--- src/stripe_pkg.sv ---
package stripe_pkg;

  // ------------------------------
  // geometry of the striped store
  // ------------------------------

  // number of banks, must stay a power of two so the bank index can wrap freely
  localparam int num_banks = 4;
  localparam int bank_idx_w = 2;

  // flat byte address seen by the manager, and the byte address inside one bank
  localparam int addr_w = 12;
  localparam int bank_addr_w = 10;

  localparam int data_w = 32;
  localparam int strb_w = 4;
  localparam int id_w = 4;
  localparam int words_per_bank = 256;

  // one flat byte address, read either whole or split into its stripe fields
  // consecutive words walk through the banks before the word index moves on
  typedef union packed {
    logic [addr_w-1:0] flat;
    struct packed {
      logic [7:0]            word_idx;
      logic [bank_idx_w-1:0] bank_idx;
      logic [1:0]            byte_off;
    } fields;
  } stripe_addr_u;

  // write address from the manager
  typedef struct packed {
    logic [id_w-1:0] id;
    stripe_addr_u    addr;
    logic [7:0]      len;
    logic [2:0]      size;
    logic [1:0]      burst;
  } aw_req_t;

  // shortened write address for one bank, addr is the byte address in that bank
  typedef struct packed {
    logic [id_w-1:0]        id;
    logic [bank_addr_w-1:0] addr;
    logic [7:0]             len;
    logic [2:0]             size;
    logic [1:0]             burst;
  } bank_aw_t;

  typedef struct packed {
    logic [data_w-1:0] data;
    logic [strb_w-1:0] strb;
    logic              last;
  } w_beat_t;

  typedef struct packed {
    logic [id_w-1:0] id;
    logic [1:0]      resp;
  } b_resp_t;

  localparam logic [1:0] resp_okay = 2'b00;
  localparam logic [1:0] resp_slverr = 2'b10;
  localparam logic [1:0] burst_incr = 2'b01;

endpackage

--- src/stripe_read_route.sv ---
module stripe_read_route (
  input  logic                                                clk,
  input  logic                                                rst_n,
  input  logic                                                rd_strobe,
  input  stripe_pkg::stripe_addr_u                            rd_addr,
  output logic [stripe_pkg::num_banks-1:0]                    bank_rd_strobe,
  output logic [7:0]                                          bank_rd_word_idx,
  input  logic [stripe_pkg::num_banks-1:0][stripe_pkg::data_w-1:0] bank_rd_word,
  output logic                                                rd_valid,
  output logic [stripe_pkg::data_w-1:0]                       rd_data
);
  import stripe_pkg::*;

  // bank that will hold the result in the next cycle
  logic [bank_idx_w-1:0] sel;

  // every bank sees the word index but only the addressed one is strobed
  assign bank_rd_word_idx = rd_addr.fields.word_idx;

  always_comb begin
    bank_rd_strobe = '0;
    bank_rd_strobe[rd_addr.fields.bank_idx] = rd_strobe;
  end

  // the banks register their word, so the valid trails the strobe by one cycle
  always_ff @(posedge clk) begin
    if (!rst_n) begin
      rd_valid <= 1'b0;
    end else begin
      rd_valid <= rd_strobe;
    end
  end

  always_ff @(posedge clk) begin
    if (rd_strobe) begin
      sel <= rd_addr.fields.bank_idx;
    end
  end

  // pick the answering bank's registered word
  assign rd_data = bank_rd_word[sel];

endmodule

--- config.mk ---
export PLATFORM = sky130hd
export DESIGN_NAME = stripe_read_route
export DESIGN_NICKNAME = d
export VERILOG_FILES = /design/src/stripe_pkg.sv /design/src/stripe_read_route.sv
export SDC_FILE = /design/constraint.sdc
export NUM_CORES = 1
export LEC_CHECK = 0
export ABC_AREA = 1
export BUFFER_PORTS_ARGS = -buffer_cell sky130_fd_sc_hd__buf_2
export CORE_ASPECT_RATIO = 2
export CORE_MARGIN = 2
export CORE_UTILIZATION = 35
export DETAILED_ROUTE_END_ITERATION = 16
export GPL_ROUTABILITY_DRIVEN = 1
export GPL_TIMING_DRIVEN = 0
export PLACE_DENSITY = 0.85
export SYNTH_ARGS = -nofsm -noshare
export SYNTH_HDL_FRONTEND = slang
export SYNTH_SLANG_ARGS = --single-unit
--- constraint.sdc ---
create_clock -name clk -period 1.26 [get_ports clk]
set_input_delay 0.252 -clock clk [delete_from_list [all_inputs] [get_ports clk]]
set_output_delay 0.252 -clock clk [all_outputs]
set_load 0.05 [all_outputs]
==> results.toml, run 1 <==
[die]
placementRows = 36
fp.dieArea_sq_um = 5590
initial_core_util = 0.361
floorplan.core_area_sq_um = 4820
design.portCount = 188
fp.dieH_um = 104
chipWidth_um = 53.9

[global_routing]
maximum_number_of_pins_on_one_net_before_global_route_repair = 11
grt-ovfl-total = 0
gr-usage-all-layers = 0.265
grt_first_pass_wirelength_um = 11700
grt_antenna_before_repair = 0
via_count_of_the_first_global_routing_pass = 2895

[timing]
finalHoldViolations = 0
layout_setup_ws_ns = -0.393
fin_worst_hold_slack_ns = 0.217
slew_viol_final = 0
timing.final.crit_share = 1.31
setup_viol = 32
final_period_minus_worst_setup_slack_ns = 1.65
clock.fmax_mhz = 605
tightest_slew_ns = 0.295
totalNegativeSetupSlack_ns = -11.65
grt_setup_unrepaired = "true"
slew_headroom = 0.804

[outcome]
violations = "setup timing"
outcome = "finished, violations left"

[critical_path]
cp_common_cell = "buf_6"
critPathArrivalTime_ns = 1.40
crit_cells = 6
crit_path_start_kind = "flop"
critical_path_required_ns = 1.01
critPathSlowestCell = "edfxtp_1"
worst_setup_path_end_kind = "output port"
biggest_cell_delay_along_the_critical_path_ns = 0.43
timing.critical_path.fanout_max = 10
timing.critical_path.cells = "buf_6 > buf_6 > nand2_1 > nand3_2 > nand2_4 > buf_8"
timing.critical_path.max_delay_family = "buffers and inverters"
critical_path_buf_inv_count = 3
crit_type = "flop to output port"

[clock_tree]
tritoncts_clock_tree = "done"
cts_num_sinks = 3
cts.root.buffer_cell = "clkbuf_8"
clock_path_buffers = 2
tritoncts.num_buffers = 3
htree_levels = 1
clkTransAtPathRegs_ns = 0.03

[detailed_routing]
postRouteWirelength_um = 7780
firstDrtPassIters = 4
via_count = 2970
ant_nets = 0
drt-initial-drc-count = 91
mean_number_of_vias_per_cell = 4.68
routed_wire_length_per_instance_um = 12.2
drt_drc_violations_left = 0

[hold_path]
hold_path.class = "input port to flop"
hold_depth = 3
min_from = "rst_n"
hold-path-endpoint = "rd_valid$_SDFF_PN0_"

[final_layout]
final_nets = 722
area_growth_syn_to_layout_pct = 111
layout.filler_cells = 353
diodes = 0
fin_area_sq_um = 3680
layout-drive-gt1-share = 0.536

[yosys]
synth_area_sq_um = 1740
netlist-cell-type-count = 10
synth_top_cells_by_area = "nand2_1, inv_1, nand3_1"
synth-seq-area-share = 0.0460
gate_count_post_synth = 394
postSynthNetCount = 537
synth-warning-count = 0
post-synth-top-area-fraction = 0.347
synth_top_area_cell = "nand2_1"
ys_seq_elements = 3
syn_area_per_cell_sq_um = 4.42

[placed_design]
dp_hpwl_um = 5640
placement.cell_area_sq_um = 3110
io_buffer_count = 177
gpl.final_weighted_congestion = 0.806

[power_and_ir_drop]
ir_drop_mv = 0.857
p_leak_uw = 0.00248
total_power_uw = 2630
p_per_area_nw_per_um2 = 713

[flow_run]
maxCapViolCount = 0
worst max-delay path by stage:
| stage | start | end |
|---|---|---|
| 2_1_floorplan | rd_addr[3] | bank_rd_strobe[2] |
| 3_3_place_gp | sel[1]$_DFFE_PP_ | rd_data[15] |
| 3_5_place_dp | sel[1]$_DFFE_PP_ | rd_data[15] |
| 4_1_cts | sel[0]$_DFFE_PP_ | rd_data[9] |
| 5_1_grt | sel[0]$_DFFE_PP_ | rd_data[11] |
| 6_report | sel[0]$_DFFE_PP_ | rd_data[11] |
flip-flops by register name, indices dropped and copies added (netlist names):
| name | count |
|---|---|
| sel | 2 |
| rd_valid | 1 |
power breakdown:
group          switching, uW  internal, uW  total, uW
Combinational           1310           910       2220
Sequential              4.42           113        118
Clock                   70.2           216        287
Total                   1390          1240       2630
per-layer routing:
metal  share of wire  track usage  wire [um]  vias up
met5               0            0          0        -
met4           0.037       0.0824        289        0
met2            0.57        0.540       4400      151
li1                -            -          -     1459
met3           0.068       0.0317        528       30
met1            0.33        0.237       2560     1330
placed cells by master (no fill, tap or decap), drive strengths merged:
cell type	instances
buf	207
clkbuf	5
dfxtp	1
edfxtp	2
inv	134
nand2	161
nand3	64
nor3	4
area by class of cell:
type                            count  area [sq um]  area share
Multi-Input combinational cell    229          1490       0.405
Timing Repair Buffer              180          1230       0.334
Inverter                          134           508       0.138
Buffer                             28           256      0.0697
Sequential cell                     3          80.1      0.0217
Tap cell                           57          71.3      0.0194
Clock buffer                        4          45.0      0.0122
per-stage QoR:
stage                     instances   util  worst slack, ns
after floorplan                 394      -           -0.363
after global placement          628  0.646           -0.265
after detailed placement        628  0.646           -0.265
after CTS                       633  0.750           -0.386
after global routing            635  0.764           -0.440
final                           635  0.764           -0.393
logic make-up after synthesis:
group,after synthesis,share of synthesized area
and+or+nand+nor,229,0.542
buffers and inverters,162,0.412
DFF,3,0.0460
repair_timing:
action	CTS	global route
hold buffers	0	0
buffers inserted	1	2
pin swaps	1	0
endpoints found under the setup margin	32	32
gates resized for setup	127	14
synthesized netlist by cell type:
library cell	number
nand2_1	161
inv_1	133
nand3_1	64
buf_4	12
buf_2	9
buf_6	7
nor3_1	4
edfxtp_1	2
dfxtp_1	1
inv_2	1
Note: power is estimated with default switching activity, not from simulation.
==> inputs of run 2 (changes only) <==
- ABC_AREA: 1 -> 0
- CORE_AREA: unset -> 2 2 73 75
- CORE_ASPECT_RATIO: 2 -> unset
- CORE_MARGIN: 2 -> unset
- CORE_UTILIZATION: 35 -> unset
- DIE_AREA: unset -> 0 0 75 77
- PLACE_DENSITY: 0.85 -> 0.69
- SETUP_SLACK_MARGIN: unset -> 0.4
- SLEW_MARGIN: unset -> 20
==> run 2 against run 1 <==
Net effect:
- the flow still finishes with violations (setup timing)
- non-clock buffer count down 13
- via count down 54%
- synthesized area down 43%
- power down 27%
- hold slack better by 0.014 ns
- first-iteration DRC count down 84%
- clock-buffer cell count unchanged
- critical endpoint is now rd_data[7]
- largest cell class is now buffers
- largest power group unchanged
==> results.toml, run 2 <==
[outcome]
outcome = "finished, violations left"
violations = "setup timing"

[placed_design]
io_buffer_count = 177
place_ws_ns = -0.361
dp_hpwl_um = 3530
gpl.final_weighted_congestion = 0.749
placement.cell_area_sq_um = 1970
place.detailed.instances = 302

[die]
fp.dieArea_sq_um = 5780
placementRows = 26
initial_core_util = 0.199
fp.dieH_um = 77
chipWidth_um = 75
design.portCount = 188
floorplan.core_area_sq_um = 4980

[clock_tree]
clock_path_buffers = 2
cts_num_sinks = 3
tritoncts.num_buffers = 3
htree_levels = 1
post_cts_hold_buffer_count = 0
tritoncts_clock_tree = "done"
clkTransAtPathRegs_ns = 0.03
cts.root.buffer_cell = "clkbuf_8"

[yosys]
synth_top_cells_by_area = "mux4_2, buf_12, buf_4"
synth_compound_gate_area_share = 0
synth.cells.most_frequent = "mux4_2, buf_4, buf_12, buf_2"
synth_area_sq_um = 992
synthXorXnorAreaFrac = 0
gate_count_post_synth = 55
synth-adder-area-share = 0
yosys.cell_count.top_type = "mux4_2"
combinational_family_with_the_most_area_after_synthesis = "multiplexers"
syn_area_per_cell_sq_um = 18.0
netlist-cell-type-count = 12
synth_edf_count = 2
postSynthNetCount = 198
post-synth-top-area-fraction = 0.681
ys_seq_elements = 3
synth-warning-count = 0
synth_async_sr_flop_share = 0
synth-simple-area-share = 0.0378
yosys-mux-area-fraction = 0.734
synth-main-ff-cell = "edfxtp_1"
synth_top_area_cell = "mux4_2"
synth-seq-area-share = 0.0807

[final_layout]
leading_cell_type_in_the_layout_fill_and_taps_excluded = "buf_2"
register_area_sq_um = 81.3
layout_common_cells = "buf_2, buf_6, mux4_2"
multi_input_comb_area_sq_um = 777
largest_register_by_flop_count = "sel"
final_nets = 383
diodes = 0
final_cells = 309
area_growth_syn_to_layout_pct = 134
largest_register_ffs = 2
layout-drive-gt1-share = 0.983
largest_registers = "sel x2, rd_valid x1"
layout.filler_cells = 473
fin_area_sq_um = 2320

[detailed_routing]
drt_drc_violations_left = 0
firstDrtPassIters = 4
drt-initial-drc-count = 15
postRouteWirelength_um = 4260
ant_nets = 0
routed_wire_length_per_instance_um = 13.8
via_count = 1365
mean_number_of_vias_per_cell = 4.42

[timing]
layout_setup_ws_ns = -0.532
finalHoldViolations = 0
setup_viol = 32
fin_worst_hold_slack_ns = 0.232
slew_viol_final = 0
slew_headroom = 0.830
timing.final.crit_share = 1.42
tightest_slew_ns = 0.256
grt_setup_unrepaired = "true"
final_period_minus_worst_setup_slack_ns = 1.79
clock.fmax_mhz = 558

[critical_path]
crit_path_start_kind = "flop"
timing.critical_path.fanout_max = 10
worst_setup_path_end_kind = "output port"
timing.critical_path.from = "sel[0]$_DFFE_PP_"
crit_type = "flop to output port"
critPathArrivalTime_ns = 1.54
critical_path_required_ns = 1.01
crit_end = "rd_data[7]"

[global_routing]
maximum_number_of_pins_on_one_net_before_global_route_repair = 11
grt-ovfl-total = 0
via_count_of_the_first_global_routing_pass = 1491
gr-usage-all-layers = 0.139
grt_first_pass_wirelength_um = 6360
grt_antenna_before_repair = 0

[power_and_ir_drop]
p_per_area_nw_per_um2 = 826
p_leak_uw = 0.00117
total_power_uw = 1920
ir_drop_mv = 0.646

[hold_path]
hold_path.class = "input port to flop"

[flow_run]
maxCapViolCount = 0
run 2: cell count changes after synthesis, moves of 2 or more:
cell | before | now
and3b_1 | 0 | 2
buf_12 | 0 | 3
buf_2 | 9 | 3
buf_4 | 12 | 8
buf_6 | 7 | 1
inv_1 | 133 | 0
mux4_1 | 0 | 2
mux4_2 | 0 | 30
nand2_1 | 161 | 0
nand3_1 | 64 | 0
nor3_1 | 4 | 0
run 2: what timing repair did:
item | 4_1_cts | 5_1_grt
endpoints found under the setup margin | 37 | 37
pin swaps | 2 | 1
setup buffers | 2 | 1
resized for setup | 90 | 2
run 2: cells by family (layout without fill, tap and decap cells):
logic type             Yosys count  in the layout
buffers and inverters           15            199
DFF                              3              3
muxes                           32             32
and+or+nand+nor                  5              5
run 2: power by group:
| group | switching (uW) | internal [uW] |
|---|---|---|
| Sequential | 5.72 | 114 |
| Combinational | 821 | 697 |
| Clock | 64.0 | 216 |
run 2: worst min path at each step:
stage                          start                   to  depth (start not counted)
after floorplan           rd_addr[2]     sel[0]$_DFFE_PP_                          0
after global placement         rst_n  rd_valid$_SDFF_PN0_                          2
after detailed placement       rst_n  rd_valid$_SDFF_PN0_                          2
after CTS                 rd_addr[2]     sel[0]$_DFFE_PP_                          1
after global routing      rd_addr[2]     sel[0]$_DFFE_PP_                          1
final                     rd_addr[2]     sel[0]$_DFFE_PP_                          1
run 2: final cells by class:
cell class	instances	area share
Multi-Input combinational cell	37	0.335
Sequential cell	3	0.0350
Timing Repair Buffer	180	0.510
Tap cell	70	0.0377
Buffer	15	0.0630
Clock buffer	4	0.0194
run 2: critical path: stages (launching register included):
cell,delay (ns)
edfxtp_1,0.33
buf_6,0.14
buf_12,0.15
mux4_2,0.52
buf_6,0.17
run 2: layer usage:
| metal | up-vias | wire [um] | GRT usage |
|---|---|---|---|
| met4 | 0 | 59 | 0.0357 |
| li1 | 620 | - | - |
| met1 | 627 | 1380 | 0.146 |
| met3 | 6 | 540 | 0.0289 |
| met2 | 112 | 2280 | 0.268 |
| met5 | - | 0 | 0 |
run 2: stage by stage:
step | utilization | setup TNS [ns]
after floorplan | - | -7.90
after global placement | 0.397 | -10.50
after detailed placement | 0.397 | -10.63
after CTS | 0.463 | -16.87
after global routing | 0.467 | -18.72
final | 0.467 | -16.33
