===== config.mk =====
export PLATFORM = sky130hd
export DESIGN_NAME = stripe_wr
export DESIGN_NICKNAME = d
export VERILOG_FILES = /design/src/stripe_pkg.sv /design/src/stripe_wr.sv
export SDC_FILE = /design/constraint.sdc
export NUM_CORES = 1
export LEC_CHECK = 0
export ABC_AREA = 1
export BUFFER_PORTS_ARGS = -buffer_cell sky130_fd_sc_hd__buf_2
export CAP_MARGIN = 30
export CORE_AREA = 3 3 147 149
export CTS_CLUSTER_SIZE = 20
export DETAILED_ROUTE_END_ITERATION = 8
export DIE_AREA = 0 0 150 152
export HOLD_SLACK_MARGIN = 0.03
export PLACE_DENSITY = 0.71
export SLEW_MARGIN = 40
export SYNTH_ARGS = -nofsm -noshare
export SYNTH_HDL_FRONTEND = slang
export SYNTH_SLANG_ARGS = --single-unit
export TNS_END_PERCENT = 20

===== constraint.sdc =====
create_clock -name clk -period 3.8 [get_ports clk]
set_clock_uncertainty 0.1 [all_clocks]
set_input_delay 0.76 -clock clk [delete_from_list [all_inputs] [get_ports clk]]
set_output_delay 0.76 -clock clk [all_outputs]
set_load 0.02 [all_outputs]

===== src/stripe_pkg.sv =====
package stripe_pkg;

  // ------------------------------
  // geometry of the striped store
  // ------------------------------

  // number of banks, must stay a power of two so the bank index can wrap freely
  localparam int num_banks = 4;
  localparam int bank_idx_w = 2;

  // flat byte address seen by the manager, and the byte address inside one bank
  localparam int addr_w = 12;
  localparam int bank_addr_w = 10;

  localparam int data_w = 32;
  localparam int strb_w = 4;
  localparam int id_w = 4;
  localparam int words_per_bank = 256;

  // one flat byte address, read either whole or split into its stripe fields
  // consecutive words walk through the banks before the word index moves on
  typedef union packed {
    logic [addr_w-1:0] flat;
    struct packed {
      logic [7:0]            word_idx;
      logic [bank_idx_w-1:0] bank_idx;
      logic [1:0]            byte_off;
    } fields;
  } stripe_addr_u;

  // write address from the manager
  typedef struct packed {
    logic [id_w-1:0] id;
    stripe_addr_u    addr;
    logic [7:0]      len;
    logic [2:0]      size;
    logic [1:0]      burst;
  } aw_req_t;

  // shortened write address for one bank, addr is the byte address in that bank
  typedef struct packed {
    logic [id_w-1:0]        id;
    logic [bank_addr_w-1:0] addr;
    logic [7:0]             len;
    logic [2:0]             size;
    logic [1:0]             burst;
  } bank_aw_t;

  typedef struct packed {
    logic [data_w-1:0] data;
    logic [strb_w-1:0] strb;
    logic              last;
  } w_beat_t;

  typedef struct packed {
    logic [id_w-1:0] id;
    logic [1:0]      resp;
  } b_resp_t;

  localparam logic [1:0] resp_okay = 2'b00;
  localparam logic [1:0] resp_slverr = 2'b10;
  localparam logic [1:0] burst_incr = 2'b01;

endpackage


===== src/stripe_wr.sv =====
module stripe_wr (
  input  logic                                             clk,
  input  logic                                             rst_n,
  input  logic                                             aw_valid,
  input  stripe_pkg::aw_req_t                              aw,
  output logic                                             aw_ready,
  input  logic                                             w_valid,
  input  stripe_pkg::w_beat_t                              w,
  output logic                                             w_ready,
  output logic                                             b_valid,
  output stripe_pkg::b_resp_t                              b,
  input  logic                                             b_ready,
  output logic [stripe_pkg::num_banks-1:0]                 bank_aw_valid,
  output stripe_pkg::bank_aw_t [stripe_pkg::num_banks-1:0] bank_aw,
  input  logic [stripe_pkg::num_banks-1:0]                 bank_aw_ready,
  output logic [stripe_pkg::num_banks-1:0]                 bank_w_valid,
  output stripe_pkg::w_beat_t [stripe_pkg::num_banks-1:0]  bank_w,
  input  logic [stripe_pkg::num_banks-1:0]                 bank_w_ready,
  input  logic [stripe_pkg::num_banks-1:0]                 bank_b_valid,
  input  stripe_pkg::b_resp_t [stripe_pkg::num_banks-1:0]  bank_b,
  output logic [stripe_pkg::num_banks-1:0]                 bank_b_ready
);
  import stripe_pkg::*;

  logic                  aw_hs;
  logic                  w_hs;
  logic                  b_hs;
  logic [num_banks-1:0]  aw_done;
  logic [num_banks-1:0]  b_done;
  logic [num_banks-1:0]  b_done_next;
  logic [bank_idx_w-1:0] idx;
  logic [bank_idx_w-1:0] last_idx;
  logic [7:0]            stripes_todo;

  assign aw_hs = aw_valid && aw_ready;
  assign w_hs = w_valid && w_ready;
  assign b_hs = b_valid && b_ready;

  // ------------------------------
  // address split
  // ------------------------------

  // only one burst is in flight, so the port closes on acceptance
  // and opens again once the merged response has been taken
  always_ff @(posedge clk) begin
    if (!rst_n) begin
      aw_ready <= 1'b1;
    end else if (aw_hs) begin
      aw_ready <= 1'b0;
    end else if (b_hs) begin
      aw_ready <= 1'b1;
    end
  end

  // every bank gets the burst at once, each valid drops on its own handshake
  // aw_done remembers which banks have taken their address for this burst
  always_ff @(posedge clk) begin
    if (!rst_n) begin
      bank_aw_valid <= '0;
      aw_done <= '0;
    end else begin
      bank_aw_valid <= aw_hs ? '1 : (bank_aw_valid & ~bank_aw_ready);
      aw_done <= b_hs ? '0 : (aw_done | (bank_aw_valid & bank_aw_ready));
    end
  end

  // a bank below the start bank only sees its first beat in the next stripe,
  // so its word index starts one higher
  always_ff @(posedge clk) begin
    if (aw_hs) begin
      for (int i = 0; i < num_banks; i++) begin
        bank_aw[i] <= '{
          id: aw.id,
          addr: {aw.addr.fields.word_idx + 8'(i < int'(aw.addr.fields.bank_idx)),
                 aw.addr.fields.byte_off},
          len: aw.len >> bank_idx_w,
          size: aw.size,
          burst: aw.burst
        };
      end
    end
  end

  // ------------------------------
  // beat routing
  // ------------------------------

  // idx walks the banks one beat at a time and wraps by itself
  // a stripe ends on the beat sent to the bank just before the start bank
  // stripes_todo hits zero during the final stripe, which flags last on every bank
  always_ff @(posedge clk) begin
    if (!rst_n) begin
      idx <= '0;
      last_idx <= '0;
      stripes_todo <= '0;
    end else if (aw_hs) begin
      idx <= aw.addr.fields.bank_idx;
      last_idx <= aw.addr.fields.bank_idx - 1'b1;
      stripes_todo <= aw.len >> bank_idx_w;
    end else if (w_hs) begin
      idx <= idx + 1'b1;
      if (idx == last_idx) begin
        stripes_todo <= stripes_todo - 1'b1;
      end
    end
  end

  // the manager may only push a beat once the active bank owns its address
  assign w_ready = bank_w_ready[idx] && aw_done[idx];

  // an accepted beat shows up on its bank one cycle later
  // it stays there until that bank takes it
  always_ff @(posedge clk) begin
    if (!rst_n) begin
      bank_w_valid <= '0;
    end else begin
      bank_w_valid <= bank_w_valid & ~bank_w_ready;
      if (w_hs) begin
        bank_w_valid[idx] <= 1'b1;
      end
    end
  end

  // the manager's own last is ignored, each bank needs the last of its stripe
  always_ff @(posedge clk) begin
    if (w_hs) begin
      bank_w[idx] <= '{data: w.data, strb: w.strb, last: stripes_todo == '0};
    end
  end

  // ------------------------------
  // response merge
  // ------------------------------

  // bank responses are always taken at once and remembered in b_done
  assign bank_b_ready = '1;

  always_comb begin
    b_done_next = b_done | (bank_b_valid & bank_b_ready);
    if (b_hs) begin
      b_done_next = '0;
    end
  end

  // the merged response rises once the last bank has answered and holds
  // while b_ready is low, since b_done only clears on the handshake
  always_ff @(posedge clk) begin
    if (!rst_n) begin
      b_done <= '0;
      b_valid <= 1'b0;
    end else begin
      b_done <= b_done_next;
      b_valid <= &b_done_next;
    end
  end

  // all banks saw the same burst, so bank 0 speaks for the whole set
  always_ff @(posedge clk) begin
    if (bank_b_valid[0] && bank_b_ready[0]) begin
      b <= bank_b[0];
    end
  end

endmodule


==> metrics.md, run 1 <==
| Metric | Value |
|---|---|
| Max_cap viols | 0 |
| Synth top cells by count | edfxtp_1 (203), nand2_1 (66), buf_4 (64) |
| Starting density of the core | 0.417 |
| Largest net degree at the start of global routing | 38 |
| Slew Limit Fails | 0 |
| GPL Wtd Cong | just under 0.8 |
| Sw frac | 0.233 |
| CTS Root Cell | clkbuf_16 |
| Most common cell in the netlist | edfxtp_1 |
| H-tree depth | 1 |
| Placed insts | 1110 |
| Final Setup Violations | 0 |
| Ant. Diodes | 0 |
| Post-DRT Antenna Nets | 0 |
| Clock Path Buffers | 3 |
| Post-CTS sizing | 0 |
| RSZ-0062 raised after global routing | no |
| First-pass GRT wire length | around 28000 um |
| CTS Buf Count | 23 |
| Power share of the combinational group | 0.100 |
| Critical path required time | roughly 2.9 ns |
| Slew @ Worst Pin | ~0.66 ns |
| Ys flop type | edfxtp_1 |
| Synth top area share | 0.720 |
| Post-place setup slack | approximately 1.4 ns |
| Post-Syn Area per Cell | ~16 um^2 |
| Multi-input gate area | roughly 0.0011 mm^2 |
| Via density | about 4.4 |
| Share of layout cells above drive strength 1 | 0.450 |
| CP Buf/Inv Count | 3 |
| VDD IR max | approximately 0.29 mV |
| Crit-path slowest cell | dfxtp_1 |
| Drt total wl | around 19000 um |
| DR vias | around 5000 |
| Synthesized flop and latch total | between 200 and 250 |
| Setup TNS | 0 ns |
| Power per cell area | about 510 mW/mm^2 |
| Worst skew pair latency | about 0.50 ns |
| Worst Setup Start Kind | flop |
| Postcts setup bufs | 0 |
| Max FO, Critical Path | 9 |
| Port Buf Inserts | 350 |
| Reg area | roughly 0.0067 mm^2 |
| Worst min path class | primary input to flop |
| Chip width | roughly 150 um |
| Vias in the first global route | 5100 |
| Grt ovf | 0 |
| Post-Syn Instances | 543 |
| CTS tree | built |
| Sequential fraction of the synthesis area | 0.791 |
| Critical Path AT | 1.64 ns |
| Crit-path cells | inv_2 -> nand3_1 -> nand3_2 -> nand2_1 -> inv_1 -> buf_2 |
| Clock Sinks | between 200 and 250 |
| Initial DRC Count | 260 |
| Clock group share of total power | 0.370 |
| Status | completed |
| Synth warn | 0 |
| Int Pwr | roughly 4.3 mW |
| Boundary pin count | ~380 |
| Die area | roughly 0.023 mm^2 |
| Final Non-Filler Cells | between 1000 and 1500 |
| Synth unique cells | 29 |
| WHS | ~0.33 ns |
| Share of flip-flops with an asynchronous set or reset | 0 |
| Fin crit share | 0.657 |
| Clock slew at reported path FFs | about 0.06 ns |
| Final worst slack | roughly 1.3 ns |
| Synth area leaders | edfxtp_1 (72%), dfxtp_1 (7.1%), buf_4 (5.7%) |
| Final Critical Period | approximately 2.5 ns |
| Initial antenna violation count | 1 |
| Net switching power figure | 1.29 mW |
| Fin. Hold Viols | 0 |
| WL/cell | between 15 and 20 um |
| Total GRT Usage | 0.159 |
| Area growth, synth to finish | 28.0% |
| Post-CTS Hold Buffers | 0 |
| Pre-Repair DR Iteration Count | 4 |
| Residual DRC | 0 |
| Area leader, netlist | edfxtp_1 |
| Number of synthesized flops with an enable pin | ~200 |
| Leakage power | 4.62 nW |
| Core area | between 0.02 and 0.025 mm^2 |
| Fill cells | roughly 1700 |
| Crit. End Element | primary output |
| Critical setup path kind | flop to primary output |
| DIE HEIGHT | about 150 um |
| CP delay by family, top | flip-flops |
| Final nets | a little under 1000 |
| CP max stage delay | about 0.53 ns |
| Max-slew headroom | 0.559 |
| DP HPWL | 13900 um |
| Max Clk Rate | 400 MHz |
| Reg power frac | 0.530 |
| FP Rows | 52 |
| Post-Syn Area | 0.00846 mm^2 |
## kinds of logic after synthesis
| logic type | count (synthesis) | synth area share |
|---|---|---|
| AOI/OAI and AO/OA | 22 | 0.0135 |
| xor gates and xnor gates | 21 | 0.0217 |
| adders and majority gates | 14 | 0.0207 |
| buffers and inverters | 110 | 0.0776 |
| DFF | 233 | 0.791 |
| muxes | 1 | 0.00118 |
| other | 2 | 0.000888 |
| and+or+nand+nor | 140 | 0.0729 |
## power groups by stage
stage               Sequential (mW)  Combinational [mW]  Clock, mW
finish                         2.94               0.553       2.06
detailed placement             2.99               0.561          0
global placement               2.99               0.553          0
floorplan                      3.08               0.301          0
CTS                            2.94               0.562       2.12
global route                   2.95               0.612       2.25
## path summary, 6_finish.rpt
kind | slack, ns | cells past startpoint | end | start
max | 1.30 | 6 | w_ready | idx[0]
min | 0.33 | 1 | bank_aw[105] | aw[26]
max reg2reg | 1.68 | 7 | bank_w[102] | idx[0]
min reg2reg | 0.37 | 2 | bank_w_valid[0] | bank_w_valid[0]
## placed cells by master (no fill, tap or decap), drive strengths merged, types with 21 or more instances in the layout
master and n:
buf 355, clkbuf 38, dfxtp 30, edfxtp 203, inv 44, nand2 70, nand3 23, nor2 43
xor2 21
## stage by stage
step / total power [mW] / area (um^2) / util
detailed placement: 3.55 / 10100 / 0.499
CTS: 5.63 / 10800 / 0.533
global route: 5.82 / 10800 / 0.533
global placement: 3.54 / 10100 / 0.499
floorplan: 3.38 / 8500 / -
finish: 5.55 / 10800 / 0.533
## layout make-up
cell class	count	area share
clock buffers	38	0.0611
well taps	270	0.0312
inverters	42	0.0146
flip-flops and latches	233	0.618
clock inverters	4	0.00266
repair buffers	355	0.166
multi-input cells	210	0.106
## flip-flops by register name (all words and copies together), names as in the netlist
signal,cells
bank_w,148
aw_ready,1
b,6
bank_aw_valid,4
bank_aw,49
bank_w_valid,4
aw_done,4
idx,2
last_idx,2
b_done,4
b_valid,1
stripes_todo,8
## metal layers
layer,track usage,vias to the layer above,wire length (um)
li1,-,2448,-
met1,0.186,2281,6910
met2,0.282,257,9470
met3,0.0346,43,1540
met4,0.0641,2,716
met5,0,-,13
Note: power is estimated with default switching activity, not from simulation.
==> run 2: changes to the inputs <==
- ABC_AREA: 1 -> 0
- CORE_AREA: 3 3 147 149 -> 3 3 150 152
- DIE_AREA: 0 0 150 152 -> 0 0 153 155
- clock period: 3.8 -> 2.2 ns (I/O delays scaled with it)
==> run 2 against run 1 <==
  * The flow now finishes with violations (setup timing)
  * Utilization up 0.63 points
  * Critical path depth shrank 2
  * First-iteration DRC count fell by 1.5%
  * Largest power group unchanged
  * Largest cell class unchanged
  * Sequential share of layout area down 3.2 points
==> metrics.md, run 2 <==
| Metric | Value |
|---|---|
| Sequential fraction of the synthesis area | 0.804 |
| Area growth, synth to finish | 37.1% |
| Commonest non-fill, non-tap cell in the layout | buf_2 |
| Status | complete, but fails checks |
| Grt ovf | 0 |
| CTS tree | built |
| Initial antenna violation count | 0 |
| Port Buf Inserts | between 300 and 400 |
| Boundary pin count | between 300 and 400 |
| Via density | between 4 and 5 |
| Max FO, Critical Path | 2 |
| Fin. Hold Viols | 0 |
| Residual DRC | 0 |
| Drt total wl | between 15000 and 20000 um |
| Crit. End Element | primary output |
| Critical setup path kind | flop to primary output |
| FP Rows | between 50 and 60 |
| Synth top cells by count | edfxtp_1 (203), buf_4 (64), dfxtp_1 (30) |
| Fin crit share | 1.01 |
| Worst skew pair latency | a little over 0.5 ns |
| Power per cell area | 854 mW/mm^2 |
| Synth unique cells | between 40 and 50 |
| Most common cell in the netlist | edfxtp_1 |
| Clock slew at reported path FFs | roughly 0.060 ns |
| Largest net degree at the start of global routing | 47 |
| Pre-Repair DR Iteration Count | 5 |
| Core area | around 0.021 mm^2 |
| Post-DRT Antenna Nets | 0 |
| Crit-path slowest cell | mux4_2 |
| Die area | approximately 0.024 mm^2 |
| Chip width | about 150 um |
| Clock Sinks | around 230 |
| Final Setup Violations | 1 |
| Synth warn | 0 |
| WL/cell | about 17 um |
| Slew Limit Fails | 0 |
| Met2 Usage GRT | 0.279 |
| DIE HEIGHT | between 150 and 200 um |
| GPL Wtd Cong | a little over 0.8 |
| Initial DRC Count | 256 |
| Post-Syn Area | ~0.0083 mm^2 |
| First-pass GRT wire length | about 30000 um |
| Area leader, netlist | edfxtp_1 |
| CTS Root Cell | clkbuf_16 |
| Ant. Diodes | 0 |
| Leakage power | between 4 and 5 nW |
| RSZ-0062 raised after global routing | yes |
| Final Critical Period | about 2.2 ns |
| Total GRT Usage | 0.158 |
| Number of flip-flops in the largest register | 148 |
| Setup TNS | -0.0252 ns |
| Max Clk Rate | approximately 450 MHz |
| DP HPWL | between 10000 and 15000 um |
| Crit-path cells | inv_2 -> mux4_2 -> clkinvlp_4 -> buf_6 |
| Final nets | about 970 |
| Failing checks | setup timing |
| Most flop-heavy register | bank_w |
| Synth area leaders | edfxtp_1 (73%), dfxtp_1 (7.2%), buf_4 (5.8%) |
| Synthesized flop and latch total | about 230 |
| Share of layout cells above drive strength 1 | 0.492 |
| VDD IR max | around 0.52 mV |
| Max_cap viols | 0 |
| CTS Buf Count | 24 |
| CP max stage delay | around 0.55 ns |
| Critical Path AT | between 1.5 and 2 ns |
| Critical path required time | 1.66 ns |
| DR vias | 5257 |
| Met1 usage | 0.186 |
| Share of flip-flops with an asynchronous set or reset | 0 |
| Top flop regs | bank_w (148), bank_aw (49), stripes_todo (8) |
| Met3 GRT Util | 0.0406 |
| Final core utilization | 0.540 |
| Cell area after layout | around 0.011 mm^2 |
| Post-Syn Instances | roughly 480 |
| Number of synthesized flops with an enable pin | 203 |
| Clock Path Buffers | 3 |
| GRT Max-Usage Layer | met2 |
| Starting density of the core | 0.394 |
| Final worst slack | -0.0252 ns |
| Worst Setup Start Kind | flop |
| Post-Syn Area per Cell | about 18 um^2 |
| Synth top area share | 0.732 |
| Post-place instance area | around 0.01 mm^2 |
| Ys flop type | edfxtp_1 |
| Worst min path class | primary input to flop |
| H-tree depth | 1 |
| Commonest non-fill, non-tap cells in the layout | buf_2 (349), edfxtp_1 (203), dlygate4sd3_1 (37) |
| Vias in the first global route | ~5300 |
[run 2: changes by cell type in the layout (fill, tap and decap cells not counted), moves of 7 or more]
cell and change:
nor2_1 -19, dlygate4sd3_1 +37, xnor2_1 +11, inv_1 -32
nand2_1 -48, nand3_1 -11, clkbuf_1 -9, xor2_1 -12
buf_4 +8, buf_12 +10, clkinv_2 +7
[run 2: where the power goes]
group / internal (mW) / switching, mW
clock network: 2.29 / 1.59
logic: 0.316 / 0.541
registers: 4.96 / 0.0666
total: 7.56 / 2.19
[run 2: cells by family (layout without fill, tap and decap cells)]
kind of cell	count (synthesis)	after routing	share of synthesized area
flip-flops	233	233	0.804
AND/OR/NAND/NOR	83	83	0.0512
buffers and inverters	82	463	0.0676
AO/OA/AOI/OAI	40	40	0.0314
XOR/XNOR	20	20	0.0210
adder cells (fa/ha/maj)	14	14	0.0210
other	2	12	0.000902
multiplexers	1	1	0.00270
[run 2: layer usage]
layer / vias up / share of wire
met4: 0 / 0.039
met5: - / 0
met2: 286 / 0.51
met1: 2493 / 0.36
met3: 52 / 0.086
li1: 2426 / -
[run 2: layout make-up]
type                    instances  area [um^2]
inverters                       9         37.5
clock inverters                12         92.6
fillers                      1731         9740
repair buffers                410         2440
flip-flops and latches        233         6700
well taps                     275          344
clock buffers                  32          681
multi-input cells             170         1130
[run 2: repair_timing]
action | in CTS | in global routing
endpoints found under the setup margin | 1 | 2
hold buffers | 33 | 4
pin swaps | 0 | 1
hold endpoints to repair | 62 | 8
gates resized for setup | 4 | 1
buffers inserted | 4 | 0
[run 2: worst paths after layout]
path | start | endpoint | slack (ns) | depth (start not counted)
setup / recovery | idx[1] | w_ready | -0.03 | 4
hold / removal | w[25] | bank_w[99] | 0.05 | 1
setup reg to reg | idx[1] | bank_w[141] | 0.04 | 7
hold reg to reg | b_done[2] | b_done[2] | 0.35 | 2
[run 2: critical path: cells and delay by family (launching register included)]
| kind | cells | cell delay, ns |
|---|---|---|
| mux | 1 | 0.55 |
| flops | 1 | 0.32 |
| buf+inv | 3 | 0.32 |
[run 2: stage by stage]
stage | setup slack (ns) | hold slack (ns) | std cells | total power, mW
2_1_floorplan | 0.0656 | 0.322 | 485 | 5.65
3_5_place_dp | -0.0166 | 0.343 | 1057 | 5.92
5_1_grt | -0.0680 | 0.0310 | 1141 | 10.1
4_1_cts | -0.0438 | 0.0302 | 1137 | 9.85
6_report | -0.0252 | 0.0476 | 1141 | 9.76
3_3_place_gp | 0.0271 | 0.337 | 1057 | 5.90
